==> src/coproc_cfg_pkg.sv <==
package coproc_cfg_pkg;

  // Host address map
  localparam logic [31:0] INST_AXIL_START = 32'h0000_1000;
  localparam logic [31:0] DATA_AXIL_START = 32'h0000_2000;

  // RAM word geometry shared by both RAMs
  localparam int RAM_WORD_W     = 64;
  localparam int RAM_ALIGN_BYTE = 8;

  // Shift stages from registered RAM address to usable read data
  localparam int READ_CYCLE = 2;

  // Config region offsets
  localparam logic [31:0] CFG_ADDR_CTRL = 32'h0000_0000;
  localparam logic [31:0] CFG_ADDR_PTR  = 32'h0000_0010;
  localparam logic [31:0] CFG_ADDR_CNT  = 32'h0000_0014;
  localparam logic [31:0] CFG_ADDR_BUSY = 32'h0000_0018;

  // Returned for config offsets with nothing behind them
  localparam logic [31:0] CFG_DEFAULT_RDATA = 32'h0000_beef;

endpackage

==> src/coproc_isa_pkg.sv <==
package coproc_isa_pkg;

  // Instruction opcodes in the top byte of the instruction word
  typedef enum logic [7:0] {
    OP_NOP  = 8'h00,
    OP_ADD  = 8'h01,
    OP_SUB  = 8'h02,
    OP_COPY = 8'h03,
    OP_HALT = 8'hff
  } coproc_opcode_e;

  // Field positions in the 64-bit instruction
  localparam int OPC_MSB   = 63;
  localparam int OPC_LSB   = 56;
  localparam int DST_MSB   = 47;
  localparam int DST_LSB   = 32;
  localparam int SRC_A_MSB = 31;
  localparam int SRC_A_LSB = 16;
  localparam int SRC_B_MSB = 15;
  localparam int SRC_B_LSB = 0;

  // Sequencer states
  typedef enum logic [2:0] {
    S_IDLE,
    S_FETCH,
    S_DECODE,
    S_RD_A,
    S_RD_B,
    S_EXEC,
    S_WRITE
  } seq_state_e;

endpackage

==> src/coproc_sequencer.sv <==
`timescale 1ns/100ps

module coproc_sequencer
  import coproc_cfg_pkg::*;
  import coproc_isa_pkg::*;
#(
  parameter int INST_RAM_DEPTH = 256,
  parameter int DATA_RAM_DEPTH = 256,
  localparam int INST_AW = $clog2(INST_RAM_DEPTH),
  localparam int DATA_AW = $clog2(DATA_RAM_DEPTH)
) (
  input  logic                  i_clk,
  input  logic                  i_rst,
  input  logic                  i_start,
  input  logic [31:0]           i_inst_pt,
  output logic [INST_AW-1:0]    o_inst_addr,
  input  logic [RAM_WORD_W-1:0] i_inst_rdata,
  output logic [DATA_AW-1:0]    o_data_addr,
  output logic [RAM_WORD_W-1:0] o_data_wdata,
  output logic                  o_data_we,
  input  logic [RAM_WORD_W-1:0] i_data_rdata,
  output logic                  o_step,
  output logic                  o_done,
  output logic                  o_busy
);

  seq_state_e            state;
  coproc_opcode_e        dec_op;
  coproc_opcode_e        op_q;
  logic [DATA_AW-1:0]    dst_q;
  logic [DATA_AW-1:0]    src_b_q;
  logic [RAM_WORD_W-1:0] op_a;

  // Instruction RAM follows the counter's pointer directly
  assign o_inst_addr = i_inst_pt[INST_AW-1:0];
  assign dec_op      = coproc_opcode_e'(i_inst_rdata[OPC_MSB:OPC_LSB]);
  assign o_busy      = (state != S_IDLE);
  assign o_data_we   = (state == S_WRITE);

  // Step on writeback, or straight from decode for NOP and HALT
  always_comb begin
    o_step = 1'b0;
    o_done = 1'b0;
    if (state == S_WRITE) begin
      o_step = 1'b1;
    end else if (state == S_DECODE) begin
      case (dec_op)
        OP_ADD, OP_SUB, OP_COPY: o_step = 1'b0;
        OP_HALT: begin
          o_step = 1'b1;
          o_done = 1'b1;
        end
        default: o_step = 1'b1;
      endcase
    end
  end

  always_ff @(posedge i_clk) begin
    if (i_rst) begin
      state <= S_IDLE;
    end else begin
      case (state)
        S_IDLE:   if (i_start) state <= S_FETCH;
        S_FETCH:  state <= S_DECODE;
        S_DECODE: begin
          case (dec_op)
            OP_ADD, OP_SUB, OP_COPY: state <= S_RD_A;
            OP_HALT: state <= S_IDLE;
            // Unknown opcodes behave as NOP
            default: state <= S_FETCH;
          endcase
        end
        S_RD_A:   state <= S_RD_B;
        S_RD_B:   state <= S_EXEC;
        S_EXEC:   state <= S_WRITE;
        S_WRITE:  state <= S_FETCH;
        default:  state <= S_IDLE;
      endcase
    end
  end

  // Operand addresses and datapath
  always_ff @(posedge i_clk) begin
    case (state)
      S_DECODE: begin
        op_q        <= dec_op;
        dst_q       <= DATA_AW'(i_inst_rdata[DST_MSB:DST_LSB]);
        src_b_q     <= DATA_AW'(i_inst_rdata[SRC_B_MSB:SRC_B_LSB]);
        o_data_addr <= DATA_AW'(i_inst_rdata[SRC_A_MSB:SRC_A_LSB]);
      end
      S_RD_A: o_data_addr <= src_b_q;
      // Source A lands here and source B one cycle later
      S_RD_B: op_a <= i_data_rdata;
      S_EXEC: begin
        o_data_addr <= dst_q;
        case (op_q)
          OP_ADD:  o_data_wdata <= op_a + i_data_rdata;
          OP_SUB:  o_data_wdata <= op_a - i_data_rdata;
          default: o_data_wdata <= op_a;
        endcase
      end
      default: ;
    endcase
  end

endmodule

==> config.mk <==
export PLATFORM = sky130hd
export DESIGN_NAME = coproc_sequencer
export DESIGN_NICKNAME = d
export VERILOG_FILES = /design/src/coproc_cfg_pkg.sv /design/src/coproc_isa_pkg.sv /design/src/coproc_sequencer.sv
export SDC_FILE = /design/constraint.sdc
export NUM_CORES = 1
export LEC_CHECK = 0
export BUFFER_PORTS_ARGS = -buffer_cell sky130_fd_sc_hd__buf_4
export CORE_MARGIN = 3
export CORE_UTILIZATION = 56
export CTS_CLUSTER_SIZE = 25
export DETAILED_ROUTE_END_ITERATION = 6
export PLACE_DENSITY = 0.9
export SLEW_MARGIN = 10
export SYNTH_ARGS = -nofsm -noshare
export SYNTH_HDL_FRONTEND = slang
export SYNTH_SLANG_ARGS = --single-unit
==> constraint.sdc <==
create_clock -name i_clk -period 13.1 [get_ports i_clk]
set_input_delay 0 -clock i_clk [delete_from_list [all_inputs] [get_ports i_clk]]
set_output_delay 0 -clock i_clk [all_outputs]
set_load 0.005 [all_outputs]
==> impl_metrics.py <==
metrics = {
    "outcome": {
        "outcome": "finished clean",
    },
    "finish": {
        "layout_commonest_cell": "buf_4",
        "diodes": 0,
        "finalInstanceArea_sq_um": 14000,
        "finalNonFillerCells": 1637,
        "drive_gt1_share_pct": 16.9,
        "final_cell_mix": "buf_4 (180), edfxtp_1 (160), nand2_1 (118)",
        "fin_nets": 1592,
        "syn_to_final_growth_pct": 27.1,
    },
    "worst_hold_path": {
        "hold_path.class": "in2out",
        "holdPathStages": 0,
        "hold_start": "i_inst_pt[4]",
    },
    "grt": {
        "grt_max_degree": 126,
        "globalRouteTotalUtil_pct": 30.4,
        "grt_pass1_wl_mm": 52.7,
        "antenna_found_initial": 0,
        "grt_overflow": 0,
        "grt_pass1_vias": 10300,
    },
    "floorplan": {
        "rows": 50,
        "die_width_microns": 146,
        "coreArea_sq_um": 19000,
        "io_pins": 247,
        "die_y_microns": 146,
        "die_area_sq_um": 21400,
        "initial_core_util_pct": 58.0,
    },
    "logic_synthesis": {
        "syn_area_per_cell_sq_um": 9.72,
        "yosysUniqueCellTypes": 72,
        "synth_top_family_by_area": "compound AO/OA/AOI/OAI gates",
        "synthMuxAreaShare_pct": 0.374,
        "synth_area_leaders": "edfxtp_1 (44%), ha_1 (7.3%), xnor2_1 (4.8%), a21oi_1 (4.6%), o21ai_0 (4.5%)",
        "yosysSeqAreaShare_pct": 44.1,
        "synth_compound_area_share_pct": 20.7,
        "synth_nets": 1364,
        "synth_top_area_share_pct": 43.5,
        "synthAdderAreaFrac_pct": 7.44,
        "syn_inst": 1136,
        "synthFlopType": "edfxtp_1",
        "synth_area_sq_um": 11000,
        "synth-simple-area-share_pct": 14.5,
        "synthXorXnorAreaFrac_pct": 9.28,
        "ys_ff_latch": 163,
        "yosysTopAreaCell": "edfxtp_1",
        "synthArstFlopShare_pct": 0,
        "synth_warnings": 0,
        "synth_edf_count": 160,
    },
    "setup_path": {
        "required_ns": 13.40,
        "cp_cell_sequence": "nor2_1 -> and3_1 -> nand3b_1 -> buf_4 -> mux2i_1 -> ha_1 -> nor2b_1 -> o2111ai_1 -> a2111oi_0 -> o21ai_0 -> a31oi_1 -> o22ai_1 -> o31ai_2 -> a21oi_1 -> or4_1 -> nand3_1",
        "rr_worst_depth": 16,
        "cp-start-kind": "register",
        "cpPeakStageDelay_ns": 0.78,
        "cp_max_fo": 21,
        "crit_arrival_ns": 6.47,
        "critPathTopFamily": "compound AO/OA/AOI/OAI gates",
        "critPathBufInv": 1,
        "critPathLaunch": "op_q[7]",
        "reg2reg_from": "op_q[7]",
        "criticalPathCategory": "reg2reg",
        "critical_path_depth": 16,
        "critPathCaptureType": "register",
        "critPathSlowestCell": "nand3b_1",
    },
    "timing": {
        "max_clock_freq_mhz": 162,
        "setup_viol": 0,
        "setup_tns_ns": 0,
        "hold_viol": 0,
        "finClkSkew_ns": 0.0117,
        "rsz0062_at_grt": "false",
        "finalMaxSlewViolations": 0,
        "fin_crit_ns": 6.16,
        "maxSlewHeadroom_pct": 20.6,
        "worst_pin_slew_ns": 1.19,
        "final.period_utilization_pct": 47.1,
    },
    "place": {
        "hpwl_mm": 21.1,
        "place.port_buffers": 174,
        "placed_cells": 1506,
        "placed_cell_area_sq_um": 12400,
        "routabilityCongestion": 0.942,
    },
    "route": {
        "drtIter0Drc": 1286,
        "route.detailed.drc": 0,
        "routed_via_density": 6.32,
        "vias": 10400,
        "wl_mm": 33.1,
        "drt-pass1-iter-count": 6,
        "postRouteAntennaNets": 0,
        "wl_per_cell_microns": 20.2,
    },
    "clock_tree": {
        "cts_made_buffers": 17,
        "clk_latency_ns": 0.44,
        "ctsRootBufferMaster": "clkbuf_16",
        "clk_pin_slew_ns": 0.08,
        "cts_tree": "done",
        "cts_sinks": 163,
        "htree_levels": 4,
        "clockBufferDepth": 2,
        "post_cts_buffers": 0,
    },
    "pwr": {
        "swShare_pct": 28.7,
        "power_density_nw_per_um2": 93.9,
        "pwr-share-seq_pct": 44.3,
        "vdd_ir_drop_max_uv": 89.1,
        "combPwrFrac_pct": 16.8,
        "p_leak_uw": 0.00556,
        "p_switching_uw": 379,
        "fin_total_pwr_uw": 1320,
        "p_int_uw": 939,
        "p_clk_share_pct": 38.9,
    },
    "run": {
        "drv_cap": 0,
    },
}
[timing repair]
| item | 4_1_cts | 5_1_grt |
|---|---|---|
| hold buffers | 99 | 0 |
| gates resized for setup | 0 | 0 |
| endpoints found under the hold margin | 99 | 0 |
[sequential cells by signal, summed over array words and instances (netlist names)]
register / cells
op_a: 64
o_data_wdata: 64
dst_q: 8
src_b_q: 8
state: 3
op_q: 8
o_data_addr: 8
[cell usage after synthesis, types with 3 or more instances]
cell and instances:
a211oi_1 7, a21boi_0 3, a21o_1 29, a21oi_1 101, a31oi_1 11, and2_1 3
and3_1 7, buf_1 5, buf_4 8, clkbuf_1 55, dfxtp_1 3, edfxtp_1 160
ha_1 64, inv_1 28, mux2i_1 3, nand2_1 118, nand2b_1 10, nand3_1 19
nand4_1 35, nor2_1 64, nor2b_1 7, nor3_1 19, nor4_1 14, o2111ai_1 3
o211ai_1 6, o21a_1 6, o21ai_0 100, o21bai_1 20, o221ai_1 4, o22a_1 8
o22ai_1 18, o31a_1 3, o31ai_1 12, o31ai_2 3, o41ai_1 6, or3_1 9
or4_1 6, xnor2_1 61, xor2_1 56
[power groups by stage]
stage	clock network [uW]	registers [uW]	logic, uW
2_1_floorplan	0	592	122
3_3_place_gp	0	594	181
3_5_place_dp	0	594	186
4_1_cts	510	583	212
5_1_grt	535	584	240
6_report	513	583	222
[through the flow]
stage / utilization, % / setup slack (ns) / hold slack (ns)
6_report: 73.8 / 6.94 / 0.00000227
5_1_grt: 73.8 / 6.80 / 0.0000104
3_5_place_dp: 65.4 / 7.26 / 0.0000346
3_3_place_gp: 65.4 / 7.35 / 0.0000346
2_1_floorplan: - / 7.50 / 0.0691
4_1_cts: 73.8 / 7.26 / 0.0000346
[cell families (layout without fill, tap and decap cells)]
kind of cell | count (synthesis) | in the layout
simple gates | 326 | 326
mux | 4 | 4
xor+xnor | 117 | 117
compound gates | 363 | 363
buf+inv | 98 | 339
flops | 163 | 163
fa+ha+maj | 65 | 65
[worst register-to-register path, delay by kind of cell (launching register included)]
| family | cells | cell delay (ns) |
|---|---|---|
| simple gates | 6 | 2.01 |
| buf+inv | 1 | 0.54 |
| flops | 1 | 0.38 |
| mux | 1 | 0.20 |
| compound gates | 7 | 2.61 |
| fa+ha+maj | 1 | 0.30 |
[per-layer routing]
metal	global-route usage, %	vias to the layer above	routed length [microns]
met5	0	-	0
met4	13.5	0	1330
met3	6.02	119	2870
met2	50.7	666	16000
met1	38.5	4837	13000
li1	-	4729	-
[layout make-up]
type,count,area [sq um]
inverters,28,105
flip-flops and latches,163,4860
multi-input cells,875,5800
clock buffers,17,425
clock inverters,15,175
repair buffers,279,2340
fillers,1231,4980
well taps,260,325
[path summary, 6_finish.rpt]
kind                                    endpoint  slack (ns)
worst max-delay path            o_data_wdata[57]        6.94
worst min-delay path              o_inst_addr[4]    0.000002
worst max register to register  o_data_wdata[57]        6.94
worst min register to register  o_data_wdata[63]        0.56
Power figures use the tool's default switching activity.
