File: config.mk
export PLATFORM = sky130hd
export DESIGN_NAME = coproc_axi_bridge
export DESIGN_NICKNAME = d
export VERILOG_FILES = /design/src/coproc_cfg_pkg.sv /design/src/coproc_axi_bridge.sv
export SDC_FILE = /design/constraint.sdc
export NUM_CORES = 1
export LEC_CHECK = 0
export ABC_CLOCK_PERIOD_IN_PS = 8100
export BUFFER_PORTS_ARGS = -buffer_cell sky130_fd_sc_hd__buf_2
export CORE_AREA = 2 2 202 204
export CTS_CLUSTER_SIZE = 16
export DETAILED_ROUTE_END_ITERATION = 7
export DIE_AREA = 0 0 204 206
export PLACE_DENSITY = 0.48
export SYNTH_ARGS = -nofsm -noshare
export SYNTH_HDL_FRONTEND = slang
export SYNTH_SLANG_ARGS = --single-unit
File: constraint.sdc
create_clock -name i_clk -period 8.1 [get_ports i_clk]
set_clock_uncertainty 0.05 [all_clocks]
set_input_delay 1.62 -clock i_clk [delete_from_list [all_inputs] [get_ports i_clk]]
set_output_delay 1.62 -clock i_clk [all_outputs]
set_load 0.01 [all_outputs]
File: src/coproc_cfg_pkg.sv
package coproc_cfg_pkg;

  // Host address map
  localparam logic [31:0] INST_AXIL_START = 32'h0000_1000;
  localparam logic [31:0] DATA_AXIL_START = 32'h0000_2000;

  // RAM word geometry shared by both RAMs
  localparam int RAM_WORD_W     = 64;
  localparam int RAM_ALIGN_BYTE = 8;

  // Shift stages from registered RAM address to usable read data
  localparam int READ_CYCLE = 2;

  // Config region offsets
  localparam logic [31:0] CFG_ADDR_CTRL = 32'h0000_0000;
  localparam logic [31:0] CFG_ADDR_PTR  = 32'h0000_0010;
  localparam logic [31:0] CFG_ADDR_CNT  = 32'h0000_0014;
  localparam logic [31:0] CFG_ADDR_BUSY = 32'h0000_0018;

  // Returned for config offsets with nothing behind them
  localparam logic [31:0] CFG_DEFAULT_RDATA = 32'h0000_beef;

endpackage

File: src/coproc_axi_bridge.sv
`timescale 1ns/100ps

module coproc_axi_bridge
  import coproc_cfg_pkg::*;
#(
  parameter int INST_RAM_DEPTH = 256,
  parameter int DATA_RAM_DEPTH = 256,
  localparam int INST_AW = $clog2(INST_RAM_DEPTH),
  localparam int DATA_AW = $clog2(DATA_RAM_DEPTH)
) (
  input  logic                  i_clk,
  input  logic                  i_rst,
  input  logic                  i_arvalid,
  output logic                  o_arready,
  input  logic [31:0]           i_araddr,
  output logic                  o_rvalid,
  input  logic                  i_rready,
  output logic [31:0]           o_rdata,
  input  logic                  i_awvalid,
  output logic                  o_awready,
  input  logic [31:0]           i_awaddr,
  input  logic                  i_wvalid,
  output logic                  o_wready,
  input  logic [31:0]           i_wdata,
  output logic                  o_bvalid,
  input  logic                  i_bready,
  output logic [INST_AW-1:0]    o_inst_addr,
  output logic [RAM_WORD_W-1:0] o_inst_wdata,
  output logic                  o_inst_we,
  input  logic [RAM_WORD_W-1:0] i_inst_rdata,
  output logic [DATA_AW-1:0]    o_data_addr,
  output logic [RAM_WORD_W-1:0] o_data_wdata,
  output logic                  o_data_we,
  input  logic [RAM_WORD_W-1:0] i_data_rdata,
  input  logic [31:0]           i_curr_inst_pt,
  input  logic [31:0]           i_last_inst_cnt,
  input  logic                  i_busy,
  output logic [31:0]           o_new_inst_pt,
  output logic                  o_new_inst_pt_val,
  output logic                  o_reset_inst_ram,
  output logic                  o_reset_data_ram
);

  logic [READ_CYCLE:0] inst_rd_sr;
  logic [READ_CYCLE:0] data_rd_sr;
  logic                idle;
  logic                wr_active;
  logic [31:0]         wr_addr;
  logic                rd_upper;
  logic                ar_hs;
  logic                aw_hs;
  logic                w_hs;
  logic [31:0]         rd_off;
  logic [31:0]         rd_word;
  logic [31:0]         wr_off;
  logic [31:0]         wr_word;
  logic                wr_upper;
  logic [31:0]         cfg_rdata;

  // Read wins over a write arriving in the same cycle
  assign o_arready = idle;
  assign o_awready = idle & ~i_arvalid;

  assign ar_hs = i_arvalid & o_arready;
  assign aw_hs = i_awvalid & o_awready;
  assign w_hs  = i_wvalid & o_wready;

  // Offsets inside whichever RAM window the address falls in
  assign rd_off   = i_araddr - ((i_araddr < DATA_AXIL_START) ? INST_AXIL_START : DATA_AXIL_START);
  assign rd_word  = rd_off / RAM_ALIGN_BYTE;
  assign wr_off   = wr_addr - ((wr_addr < DATA_AXIL_START) ? INST_AXIL_START : DATA_AXIL_START);
  assign wr_word  = wr_off / RAM_ALIGN_BYTE;
  assign wr_upper = ((wr_off % RAM_ALIGN_BYTE) == 4);

  always_comb begin
    case (i_araddr)
      32'h0:         cfg_rdata = INST_AXIL_START;
      32'h4:         cfg_rdata = DATA_AXIL_START;
      32'h8:         cfg_rdata = 32'(DATA_RAM_DEPTH * RAM_ALIGN_BYTE);
      32'hc:         cfg_rdata = 32'(INST_RAM_DEPTH * RAM_ALIGN_BYTE);
      CFG_ADDR_PTR:  cfg_rdata = i_curr_inst_pt;
      CFG_ADDR_CNT:  cfg_rdata = i_last_inst_cnt;
      CFG_ADDR_BUSY: cfg_rdata = {31'd0, i_busy};
      default:       cfg_rdata = CFG_DEFAULT_RDATA;
    endcase
  end

  // Handshake and strobe control
  always_ff @(posedge i_clk) begin
    if (i_rst) begin
      idle              <= 1'b0;
      wr_active         <= 1'b0;
      o_wready          <= 1'b0;
      o_rvalid          <= 1'b0;
      o_bvalid          <= 1'b0;
      inst_rd_sr        <= '0;
      data_rd_sr        <= '0;
      o_inst_we         <= 1'b0;
      o_data_we         <= 1'b0;
      o_new_inst_pt_val <= 1'b0;
      o_reset_inst_ram  <= 1'b0;
      o_reset_data_ram  <= 1'b0;
    end else begin
      o_inst_we         <= 1'b0;
      o_data_we         <= 1'b0;
      o_new_inst_pt_val <= 1'b0;
      o_reset_inst_ram  <= 1'b0;
      o_reset_data_ram  <= 1'b0;
      inst_rd_sr        <= {inst_rd_sr[READ_CYCLE-1:0], 1'b0};
      data_rd_sr        <= {data_rd_sr[READ_CYCLE-1:0], 1'b0};

      // Take a new request only once the last response is gone
      if (ar_hs || aw_hs) begin
        idle <= 1'b0;
      end else if (!(|inst_rd_sr) && !(|data_rd_sr) && !wr_active && !o_rvalid && !o_bvalid) begin
        idle <= 1'b1;
      end

      if (o_rvalid && i_rready) o_rvalid <= 1'b0;
      if (o_bvalid && i_bready) begin
        o_bvalid  <= 1'b0;
        wr_active <= 1'b0;
      end

      if (inst_rd_sr[READ_CYCLE] || data_rd_sr[READ_CYCLE]) o_rvalid <= 1'b1;

      if (ar_hs) begin
        if (i_araddr < INST_AXIL_START) o_rvalid <= 1'b1;
        else if (i_araddr < DATA_AXIL_START) inst_rd_sr[0] <= 1'b1;
        else data_rd_sr[0] <= 1'b1;
      end

      if (aw_hs) begin
        wr_active <= 1'b1;
        o_wready  <= 1'b1;
      end

      if (w_hs) begin
        o_wready <= 1'b0;
        o_bvalid <= 1'b1;
        if (wr_addr < INST_AXIL_START) begin
          case (wr_addr)
            CFG_ADDR_CTRL: begin
              o_reset_inst_ram <= i_wdata[0];
              o_reset_data_ram <= i_wdata[1];
            end
            CFG_ADDR_PTR: o_new_inst_pt_val <= 1'b1;
            default: ;
          endcase
        end else if (wr_addr < DATA_AXIL_START) begin
          // Commit only with the upper half so the word lands whole
          o_inst_we <= wr_upper;
        end else begin
          o_data_we <= wr_upper;
        end
      end
    end
  end

  // Addresses, staging words and read data
  always_ff @(posedge i_clk) begin
    if (ar_hs) begin
      rd_upper <= ((i_araddr % RAM_ALIGN_BYTE) == 4);
      if (i_araddr < INST_AXIL_START) o_rdata <= cfg_rdata;
      else if (i_araddr < DATA_AXIL_START) o_inst_addr <= rd_word[INST_AW-1:0];
      else o_data_addr <= rd_word[DATA_AW-1:0];
    end

    if (inst_rd_sr[READ_CYCLE]) begin
      o_rdata <= rd_upper ? i_inst_rdata[RAM_WORD_W-1:32] : i_inst_rdata[31:0];
    end
    if (data_rd_sr[READ_CYCLE]) begin
      o_rdata <= rd_upper ? i_data_rdata[RAM_WORD_W-1:32] : i_data_rdata[31:0];
    end

    if (aw_hs) wr_addr <= i_awaddr;

    if (w_hs) begin
      if (wr_addr == CFG_ADDR_PTR) begin
        o_new_inst_pt <= i_wdata;
      end else if (wr_addr >= INST_AXIL_START && wr_addr < DATA_AXIL_START) begin
        o_inst_addr <= wr_word[INST_AW-1:0];
        if (wr_upper) o_inst_wdata[RAM_WORD_W-1:32] <= i_wdata;
        else o_inst_wdata[31:0] <= i_wdata;
      end else if (wr_addr >= DATA_AXIL_START) begin
        o_data_addr <= wr_word[DATA_AW-1:0];
        if (wr_upper) o_data_wdata[RAM_WORD_W-1:32] <= i_wdata;
        else o_data_wdata[31:0] <= i_wdata;
      end
    end
  end

endmodule

==> summary.md <==
| Metric | Value |
|---|---|
| Status | `complete, no violations` |
| DR iter-0 viols | `306` |
| Row Count | `74` |
| Number of global-route vias before repair | `7,050` |
| Final Hold Violating Endpoints | `0` |
| Placed cell areas | `~13,000 um^2` |
| Critical path peak fanout | `3` |
| Flops & latches, synth | `257` |
| Share of cells above drive strength 1 | `0.542` |
| R2R Setup Slk | `5.36 ns` |
| Post-route DRC | `0` |
| Crit-path most repeated cell | `buf_2` |
| Async set or reset register ratio after synthesis | `0` |
| Mapped Cells | `595` |
| Pwr dens | `around 220 nW/um^2` |
| Reg2reg start | `rd_upper` |
| Worst slew margin | `0.231` |
| Max incr delay on CP | `0.23 ns` |
| Area share of xor/xnor cells in the synthesized design | `0` |
| Leakage | `5.79 nW` |
| Mean Syn Cell Area | `16.6 um^2` |
| Dominant cell type by area after synthesis | `edfxtp_1` |
| First-pass GRT wire length | `46,000 um` |
| Period utilisation layout | `0.473` |
| Post-synthesis net count | `891` |
| Worst skew pair latency | `0.56 ns` |
| Hold depth | `2` |
| Simple-Gate Fraction of Synth Area | `0.0620` |
| Slew @ Worst Pin | `1.15 ns` |
| Vias | `7,255` |
| Max-Cap Viols | `0` |
| Unrepaired setup endpoints after global routing | `false` |
| Post-synth EDFFs | `225` |
| Deepest clock path buffer count | `3` |
| Mapped Area | `between 9000 and 10,000 um^2` |
| Total Neg Setup Slack | `0 ns` |
| Minimum clock period | `3.83 ns` |
| Largest family of logic cells by synthesized area | `multiplexers` |
| Worst r2r dst | `o_rdata[10]` |
| R2r worst-path depth | `6` |
| Reg clk slew, reported paths | `0.06 ns` |
| TritonCTS clock tree | `done` |
| CP max-delay cell | `nor2b_1` |
| Chip height | `206 um` |
| Die area | `42,000 um^2` |
| Largest cells by area after synthesis | `edfxtp_1, mux2i_1, dfxtp_1` |
| Synth warn | `0` |
| Initial core utilization | `0.246` |
| Dpl ws | `4.05 ns` |
| Setup Buffers After CTS | `0` |
| # IOs | `between 500 and 600` |
| Htree depth | `1` |
| Vias/cell | `4.32` |
| Largest net degree at the start of global routing | `46` |
| Design area | `roughly 14,000 um^2` |
| Seq/Total Area, Yosys | `0.747` |
| Worst setup margin | `4.27 ns` |
| Final setup vio count | `0` |
| Setup crit end kind | `primary output` |
| Root Driver | `clkbuf_16` |
| IO buf count | `around 500` |
| WS Path Type | `primary input to primary output` |
| Commonest non-fill, non-tap cell in the layout | `buf_2` |
| DP HPWL | `25,600 um` |
| Startpoint Class | `primary input` |
| Core box area | `40,200 um^2` |
| Top FF cell, synth | `edfxtp_1` |
| Fill count | `about 4.0k` |
| Hold path startpoint | `wr_active` |
| Fmax | `261 MHz` |
| FF+latch area | `around 7400 um^2` |
| Unique cell type count in the Yosys netlist | `47` |
| Most frequent cells in the layout | `buf_2, edfxtp_1, mux2i_1` |
| Non-Filler Instances | `1,681` |
| # hold bufs at CTS | `0` |
| Synth Area in Adders | `0` |
| Critical path required time | `6.43 ns` |
| Crit path DAT | `2.16 ns` |
| Final GP Congestion | `approximately 0.80` |
| Inst Count DP | `1,625` |
| VDD IR max | `173 uV` |
| Final count of pins violating max slew | `0` |
| CP Cell Sequence | `buf_2 -> nor2b_1 -> buf_2` |
| Routed wire length | `33,700 um` |
| Num CTS Buffers | `30` |
| Multiplexer area fraction after synthesis | `0.113` |
| CTS resizes | `0` |
| Area growth syn-to-layout | `43.1%` |
| Final-stage net count | `1,421` |
| Tot Pwr | `3.07 mW` |
| CTS Sinks | `257` |
| Antenna violations before repair | `1` |
| Synth top area share | `0.682` |
| HP Class | `flip-flop to flip-flop` |
| All-Layer GR Usage | `0.148` |
| Hold EP | `wr_active` |
| Fraction of the mapped netlist area in compound gates | `0.0630` |
| DRT Pass-1 Iters | `4` |
| Area of the multi-input gates | `2410 um^2` |
| Avg WL per Cell | `20.0 um` |
| GRT overflow | `0` |
| DRT antenna net count | `0` |
| Die Width | `204 um` |
[flip-flops by register name, summed over array words and instances (netlist names), 3 cells and up]
register and count:
o_data_wdata 64, data_rd_sr 3, wr_addr 32, o_new_inst_pt 32, o_inst_wdata 64, inst_rd_sr 3
o_rdata 32, o_inst_addr 8, o_data_addr 8
[synth_stat cells (3+ instances only)]
cell type,number
nand4_1,3
o21ai_0,13
dfxtp_1,32
nor3_1,6
mux2i_1,89
o221ai_2,13
mux2_2,20
nor4_1,13
buf_1,5
nor2b_1,10
nand2b_1,3
a22o_1,7
o22ai_1,7
nand2_1,40
buf_2,4
clkbuf_1,17
edfxtp_1,225
nor2_1,19
or2_2,3
nand3_1,4
a21oi_1,16
inv_1,7
o221ai_1,6
nand3b_1,3
[worst max-delay path by stage]
stage | startpoint | to | slack [ns] | depth (start not counted)
after floorplan | i_araddr[23] | o_rdata[0] | 2.68 | 4
after global placement | i_araddr[18] | o_rdata[12] | 4.11 | 6
after detailed placement | i_araddr[18] | o_rdata[11] | 4.05 | 6
after CTS | i_arvalid | o_awready | 4.28 | 3
after global routing | i_arvalid | o_awready | 4.23 | 3
final | i_arvalid | o_awready | 4.27 | 3
[power breakdown]
group          internal (mW)  switching, mW
Sequential              1.46         0.0129
Combinational          0.107          0.113
Clock                  0.822          0.546
[area by class of cell]
class	instances	share of cell area
sequential	257	0.522
timing repair buffer	526	0.188
multi-input combinational	303	0.170
clock buffer	34	0.0555
tap	532	0.0470
clock inverter	21	0.0154
inverter	7	0.00185
antenna	1	0.000177
[layer usage]
metal | up-vias | part of all wire | GRT usage
li1 | 3408 | - | -
met1 | 3545 | 0.39 | 0.181
met2 | 259 | 0.52 | 0.260
met3 | 43 | 0.065 | 0.0352
met4 | 0 | 0.022 | 0.0427
met5 | - | 0 | 0
[stage by stage]
stage	util	hold WS, ns
global route	0.353	0.429
CTS	0.353	0.414
global placement	0.328	0.404
floorplan	-	0.387
finish	0.353	0.413
detailed placement	0.328	0.401
[cells by family after synthesis]
logic type	count (synthesis)
AO/OA/AOI/OAI	77
multiplexers	109
flip-flops	257
buffers and inverters	35
AND/OR/NAND/NOR	117
[critical path: cells and delay by family]
family	cells	cell delay, ns
AND/OR/NAND/NOR	1	0.23
buffers and inverters	2	0.30
Power figures use the tool's default switching activity.
