--- src/coproc_inst_counter.sv ---
`timescale 1ns/100ps

module coproc_inst_counter (
  input  logic        i_clk,
  input  logic        i_rst,
  input  logic        i_load,
  input  logic [31:0] i_load_pt,
  input  logic        i_step,
  input  logic        i_done,
  output logic [31:0] o_curr_inst_pt,
  output logic [31:0] o_last_inst_cnt
);

  logic [31:0] run_cnt;
  logic [31:0] run_cnt_next;

  // Count after this cycle's step, so HALT is included
  assign run_cnt_next = run_cnt + {31'd0, i_step};

  always_ff @(posedge i_clk) begin
    if (i_rst) begin
      o_curr_inst_pt  <= '0;
      o_last_inst_cnt <= '0;
      run_cnt         <= '0;
    end else if (i_load) begin
      o_curr_inst_pt <= i_load_pt;
      run_cnt        <= '0;
    end else begin
      if (i_step) o_curr_inst_pt <= o_curr_inst_pt + 1'b1;
      run_cnt <= run_cnt_next;
      // Latch the finished run
      if (i_done) o_last_inst_cnt <= run_cnt_next;
    end
  end

endmodule

--- config.mk ---
export PLATFORM = sky130hd
export DESIGN_NAME = coproc_inst_counter
export DESIGN_NICKNAME = d
export VERILOG_FILES = /design/src/coproc_inst_counter.sv
export SDC_FILE = /design/constraint.sdc
export NUM_CORES = 1
export LEC_CHECK = 0
export BUFFER_PORTS_ARGS = -buffer_cell sky130_fd_sc_hd__buf_2
export CORE_ASPECT_RATIO = 1.2
export CORE_MARGIN = 10
export CORE_UTILIZATION = 35
export DETAILED_ROUTE_END_ITERATION = 10
export GPL_TIMING_DRIVEN = 1
export SYNTH_ARGS = -nofsm -noshare
export SYNTH_HDL_FRONTEND = slang
export SYNTH_SLANG_ARGS = --single-unit
--- constraint.sdc ---
create_clock -name i_clk -period 2.12 [get_ports i_clk]
set_input_delay 0.318 -clock i_clk [delete_from_list [all_inputs] [get_ports i_clk]]
set_output_delay 0.318 -clock i_clk [all_outputs]
set_load 0.02 [all_outputs]
==> out/metrics.cfg, run 1 <==
[drt]
vias = 3914
wl_per_cell_um = 15.3
postRouteAntennaNets = 0
routed_via_density = 5.06
dr.pass1.iters = 4
drt_iter0_drc = 182
wirelength_mm = 11.8
drc_errors = 0

[place]
dp_cells = 757
place.gp.congestion = 0.877
hpwl_mm = 8.63
numPortBuffers = 100
place_ws_ns = 0.103

[yosys]
synthDistinctLibCells = 40
netlist_instances = 508
synth_flop_cell = dfxtp_1
seq_area_frac_synth_pct = 44.7
yosysWarnings = 0
ys_ff_latch = 96
synth_edf_count = 0
avgSynthCellArea_um2 = 8.47
yosysTopAreaCell = dfxtp_1
synthesis.area_um2 = 4300
synth_top_area_share_pct = 44.7
yosys-top-cells-area = dfxtp_1, nor2_1, a211oi_1
async_flop_share_pct = 0
synth_fp_nets = 548

[timing]
rsz0062_at_grt = no
fin_ws_ns = 0.198
fin_skew_ns = 0.0110
clock.fmax_ghz = 0.520
tightestPinTransition_ns = 0.716
setup_viol = 0
drv_slew = 0
tns_ns = 0
period_share_pct = 90.6
final_hold_viol_count = 0
slew_headroom_pct = 52.3
period_minus_slack_ns = 1.92

[grt]
grt.total_usage_pct = 13.7
grt_overflow = 0
grt_max_degree = 63
antenna_found_initial = 0
grt_pass1_vias = 3899
grt_first_pass_wirelength_mm = 19.3

[cts]
clkTransAtPathRegs_ns = 0.07
clkLatencyLatePin_ns = 0.34
clock-sinks = 96
clk_path_buf_depth = 2
htreeDepth = 3
post_cts_resized = 0
numCtsBuffers = 9
cts_root_buf = clkbuf_16
cts_tree = built
cts_setup_buffers = 0
cts_hold_buf = 0

[pwr]
p_per_area_nw_per_um2 = 737
p_total_mw = 3.93
leakage_nw = 2.09
ir_drop_uv = 339

[floorplan]
core_um2 = 12100
die_area_um2 = 17100
die_w_um = 121
io_pins = 101
initial_core_util_pct = 35.7
chipHeight_um = 141
rows = 44

[hold_path]
min_path_type = in -> reg

[setup_path]
cp_max_fo = 10
crit_type = reg -> reg
cp.required_ns = 2.36
cp.arrival_ns = 2.16
cp-end-kind = register
startpoint_type = register
reg2reg_slack_ns = 0.20

[cells_and_area]
finalNetCount = 647
diodes = 0
instances_no_fill = 773
final_layout_size_suffix_gt1_share_pct = 23.9
area_growth_pct = 24.1
n_fill_cell = 1201

[status]
outcome = completed

[job]
maxCapViolCount = 0

synthesized netlist by cell type (4+ instances only):
| cell | instances |
|---|---|
| mux2i_1 | 4 |
| a211oi_1 | 38 |
| dfxtp_1 | 96 |
| nand4_1 | 19 |
| xor2_1 | 22 |
| xnor2_1 | 30 |
| nand2_1 | 45 |
| clkbuf_1 | 26 |
| nor2_1 | 88 |
| nor3_1 | 13 |
| inv_1 | 4 |
| and2_1 | 4 |
| a21oi_1 | 20 |
| o21a_1 | 5 |
| nor4_1 | 11 |
| nand3_1 | 25 |
| o21ai_0 | 7 |
| and3_1 | 16 |
cell families after synthesis:
| kind of cell | share of synthesized area, % |
|---|---|
| AO/OA/AOI/OAI | 12.4 |
| buffers and inverters | 3.17 |
| multiplexers | 0.931 |
| adder cells (fa/ha/maj) | 0.872 |
| AND/OR/NAND/NOR | 27.4 |
| flip-flops | 44.7 |
| XOR/XNOR | 10.6 |
sequential cells by signal (all words and copies together), names as in the netlist:
| register | count |
|---|---|
| run_cnt | 32 |
| o_curr_inst_pt | 32 |
| o_last_inst_cnt | 32 |
worst paths after layout:
kind	cells past startpoint	startpoint	to
worst max-delay path	5	o_curr_inst_pt[2]$_SDFFE_PP0P_	o_curr_inst_pt[21]$_SDFFE_PP0P_
worst min-delay path	3	i_load_pt[4]	o_curr_inst_pt[4]$_SDFFE_PP0P_
worst max register to register	5	o_curr_inst_pt[2]$_SDFFE_PP0P_	o_curr_inst_pt[21]$_SDFFE_PP0P_
worst min register to register	2	o_last_inst_cnt[0]$_SDFFE_PP0P_	o_last_inst_cnt[0]$_SDFFE_PP0P_
final cells by class:
cell class,count,area (um^2),area share (%)
clock buffers,10,239,4.48
clock inverters,6,48.8,0.914
inverters,4,15.0,0.281
multi-input cells,377,2260,42.3
flip-flops and latches,96,1920,36.0
well taps,161,201,3.77
repair buffers,119,656,12.3
worst max-delay path, cell delays in order (launching register included):
cell,delay [ns]
dfxtp_1,0.41
and4_1,0.35
nand3_2,0.26
nor4_2,0.44
xnor2_1,0.10
a211oi_1,0.26
layout by cell type, fill, tap and decap left out, types with 4 or more instances in the layout:
master | netlist | routed
a211oi_1 | 38 | 38
a21oi_1 | 20 | 20
and2_1 | 4 | 4
and3_1 | 16 | 16
buf_2 | 1 | 100
buf_4 | 1 | 18
clkbuf_16 | 0 | 9
dfxtp_1 | 96 | 96
inv_1 | 4 | 4
mux2i_1 | 4 | 4
nand2_1 | 45 | 45
nand3_1 | 25 | 25
nand4_1 | 19 | 19
nor2_1 | 88 | 88
nor3_1 | 13 | 13
nor4_1 | 11 | 10
o21a_1 | 5 | 5
o21ai_0 | 7 | 7
xnor2_1 | 30 | 30
xor2_1 | 22 | 22
layer usage:
layer	up-vias	wire [um]	track usage, %
met5	-	0	0
met4	0	196	5.28
met3	14	691	3.97
met2	87	5530	22.2
met1	1832	5390	16.6
li1	1981	-	-
report_power, final:
group	total, mW	leakage [nW]	switching [mW]	internal (mW)
Sequential	1.94	0.785	0.0636	1.88
Combinational	0.429	1.16	0.267	0.162
Clock	1.57	0.144	0.724	0.843
Total	3.93	2.09	1.05	2.88
metrics by stage:
| stage | util, % | area, um^2 | hold slack [ns] |
|---|---|---|---|
| after floorplan | - | 4300 | 0.461 |
| after global placement | 41.9 | 5050 | 0.452 |
| after detailed placement | 41.9 | 5050 | 0.458 |
| after CTS | 44.2 | 5330 | 0.208 |
| after global routing | 44.3 | 5340 | 0.215 |
| final | 44.3 | 5340 | 0.218 |
Power figures use the tool's default switching activity.
==> inputs of run 2 (changes only) <==
--- a/config.mk
+++ b/config.mk
@@ -7,7 +7,7 @@
 export LEC_CHECK = 0
 export BUFFER_PORTS_ARGS = -buffer_cell sky130_fd_sc_hd__buf_2
 export CORE_ASPECT_RATIO = 1.2
-export CORE_MARGIN = 10
+export CORE_MARGIN = 2
 export CORE_UTILIZATION = 35
 export DETAILED_ROUTE_END_ITERATION = 10
 export GPL_TIMING_DRIVEN = 1
==> run 2 against run 1 <==
  * Total power shrank 0.34%
  * Setup slack lost 0.11 ns
  * Clock skew shrank 0.0041 ns
  * Largest power group unchanged
  * Sequential share of layout area grew 0.20 points
  * Highest routed layer is now met5
  * Via count grew 0.66%
  * Global-route usage grew 3.4 points
==> out/metrics.cfg, run 2 (same netlist as run 1, synthesis figures left out) <==
[status]
outcome = completed  ; unchanged

[setup_path]
critPathBufInv = 0  ; unchanged
r2r_cells = 5  ; unchanged
cp-end-kind = register  ; unchanged
cp.arrival_ns = 2.27  ; was 2.16 ns
cp.required_ns = 2.36  ; about the same
startpoint_type = register  ; unchanged
crit_path_max_incr_delay_ns = 0.45  ; was 0.44 ns
r2r_start = o_curr_inst_pt[2]$_SDFFE_PP0P_  ; unchanged
reg2reg_to = o_curr_inst_pt[21]$_SDFFE_PP0P_  ; unchanged
crit_type = reg -> reg  ; unchanged
slowest_stage = nor4_2  ; unchanged
crit_chain = and4_2, nand3_2, nor4_2, xnor2_1, a211oi_1  ; was and4_1, nand3_2, nor4_2, xnor2_1, a211oi_1
cp_max_fo = 10  ; unchanged
path_delay_family = simple AND/OR/NAND/NOR gates  ; unchanged
reg2reg_slack_ns = 0.09  ; was 0.20 ns

[place]
dp_cells = 753  ; was 757
numPortBuffers = 100  ; unchanged
hpwl_mm = 7.73  ; was 8.63 mm
place_ws_ns = 0.0103  ; was 0.103 ns
placed_area_um2 = 5020  ; was 5050 um^2
place.gp.congestion = 0.884  ; was 0.877

[drt]
dr.pass1.iters = 4  ; unchanged
wl_per_cell_um = 14.2  ; was 15.3 um
wirelength_mm = 10.9  ; was 11.8 mm
drc_errors = 0  ; unchanged
drt_iter0_drc = 146  ; was 182
met1_length_mm = 4.89  ; was 5.39 mm
routed.top_layer = met5  ; was met4
vias = 3940  ; was 3914
dr_wl_met2_mm = 5.11  ; was 5.53 mm
route.met3.wl_um = 615  ; was 691 um
postRouteAntennaNets = 0  ; unchanged
routed_via_density = 5.12  ; was 5.06

[hold_path]
min_path_type = in -> reg  ; unchanged
min_from = i_load_pt[5]  ; was i_load_pt[4]
holdPathEnd = o_curr_inst_pt[5]$_SDFFE_PP0P_  ; was o_curr_inst_pt[4]$_SDFFE_PP0P_
holdPathStages = 3  ; unchanged

[cts]
clk_path_buf_depth = 2  ; unchanged
clkTransAtPathRegs_ns = 0.07  ; about the same
numCtsBuffers = 9  ; unchanged
cts_hold_buf = 0  ; unchanged
cts_root_buf = clkbuf_16  ; unchanged
clkLatencyLatePin_ns = 0.35  ; was 0.34 ns
cts_tree = built  ; unchanged
htreeDepth = 3  ; unchanged
cts_setup_buffers = 0  ; unchanged
clock-sinks = 96  ; unchanged

[pwr]
p_total_mw = 3.92  ; was 3.93 mW
p_comb_share_pct = 10.7  ; was 10.9%
seq_power_share_pct = 49.5  ; was 49.3%
pwr-share-clk_pct = 39.9  ; was 39.8%
leakage_nw = 2.06  ; was 2.09 nW
p_sw_share_pct = 27.3  ; was 26.8%
power.internal_mw = 2.85  ; was 2.88 mW
p_sw_mw = 1.07  ; was 1.05 mW
p_per_area_nw_per_um2 = 738  ; was 737 nW/um^2
ir_drop_uv = 395  ; was 339 uV

[cells_and_area]
final_layout_size_suffix_gt1_share_pct = 23.7  ; was 23.9%
layout_common_cells = buf_2, dfxtp_1, nor2_1  ; unchanged
reg_top3 = o_curr_inst_pt (32), o_last_inst_cnt (32), run_cnt (32)  ; unchanged
utilization_pct = 44.1  ; was 44.3%
area_growth_pct = 23.4  ; was 24.1%
finalNetCount = 643  ; was 647
final_area_um2 = 5310  ; was 5340 um^2
n_fill_cell = 1235  ; was 1201
instances_no_fill = 769  ; was 773
diodes = 0  ; unchanged
final_common_cell = buf_2  ; unchanged

[grt]
grt_overflow = 0  ; unchanged
grt.total_usage_pct = 17.1  ; was 13.7%
grt_max_degree = 62  ; was 63
grt_pass1_vias = 3722  ; was 3899
grt_first_pass_wirelength_mm = 18.2  ; was 19.3 mm
antenna_found_initial = 3  ; was 0

[job]
maxCapViolCount = 0  ; unchanged

[timing]
period_share_pct = 95.6  ; was 90.6%
drv_slew = 0  ; unchanged
rsz0062_at_grt = no  ; unchanged
final_hold_viol_count = 0  ; unchanged
clock.fmax_ghz = 0.493  ; was 0.520 GHz
whs_ns = 0.201  ; was 0.218 ns
slew_headroom_pct = 57.1  ; was 52.3%
fin_skew_ns = 0.00695  ; was 0.0110 ns
fin_ws_ns = 0.0929  ; was 0.198 ns
period_minus_slack_ns = 2.03  ; was 1.92 ns
tns_ns = 0  ; unchanged
tightestPinTransition_ns = 0.644  ; was 0.716 ns
setup_viol = 0  ; unchanged

[floorplan]
die_area_um2 = 13200  ; was 17100 um^2
core_um2 = 12100  ; unchanged
io_pins = 101  ; unchanged
rows = 44  ; unchanged
initial_core_util_pct = 35.7  ; unchanged
chipHeight_um = 125  ; was 141 um
die_w_um = 105  ; was 121 um

[run 2: layout make-up]
| class | count | area (um^2) | area share, % |
|---|---|---|---|
| Multi-Input combinational cell | 377 | 2270 | 42.7 |
| Sequential cell | 96 | 1920 | 36.2 |
| Timing Repair Buffer | 115 | 626 | 11.8 |
| Clock buffer | 9 | 225 | 4.24 |
| Tap cell | 161 | 201 | 3.79 |
| Clock inverter | 7 | 56.3 | 1.06 |
| Inverter | 4 | 15.0 | 0.283 |
[run 2: how the worst max path moves through the flow]
stage,from,end,cells past startpoint
final,o_curr_inst_pt[2]$_SDFFE_PP0P_,o_curr_inst_pt[21]$_SDFFE_PP0P_,5
after global routing,o_curr_inst_pt[0]$_SDFFE_PP0P_,o_curr_inst_pt[26]$_SDFFE_PP0P_,6
after CTS,o_curr_inst_pt[2]$_SDFFE_PP0P_,o_curr_inst_pt[21]$_SDFFE_PP0P_,5
after detailed placement,o_curr_inst_pt[2]$_SDFFE_PP0P_,o_curr_inst_pt[21]$_SDFFE_PP0P_,5
after global placement,o_curr_inst_pt[2]$_SDFFE_PP0P_,o_curr_inst_pt[21]$_SDFFE_PP0P_,5
after floorplan,o_curr_inst_pt[0]$_SDFFE_PP0P_,o_curr_inst_pt[16]$_SDFFE_PP0P_,7
[run 2: worst min-delay path: cells and delay by family]
kind          cells  cell delay, ns
buf+inv           1            0.07
mux               1            0.05
simple gates      1            0.07
[run 2: power by group through the flow]
stage	registers, mW	logic [mW]	clock network [mW]
final	1.94	0.419	1.56
after global routing	1.95	0.462	1.69
after CTS	1.94	0.424	1.61
after detailed placement	1.98	0.423	0
after global placement	1.98	0.419	0
after floorplan	2.06	0.177	0
[run 2: timing repair]
item,in CTS,in global routing
cloned,0,0
pin swaps,0,0
setup endpoints to repair,1,4
gates resized for setup,1,2
[run 2: metal layers]
metal / track usage, % / up-vias
met3: 4.85 / 23
met4: 7.45 / 6
met5: 0 / -
met2: 27.6 / 94
li1: - / 1978
met1: 21.2 / 1839
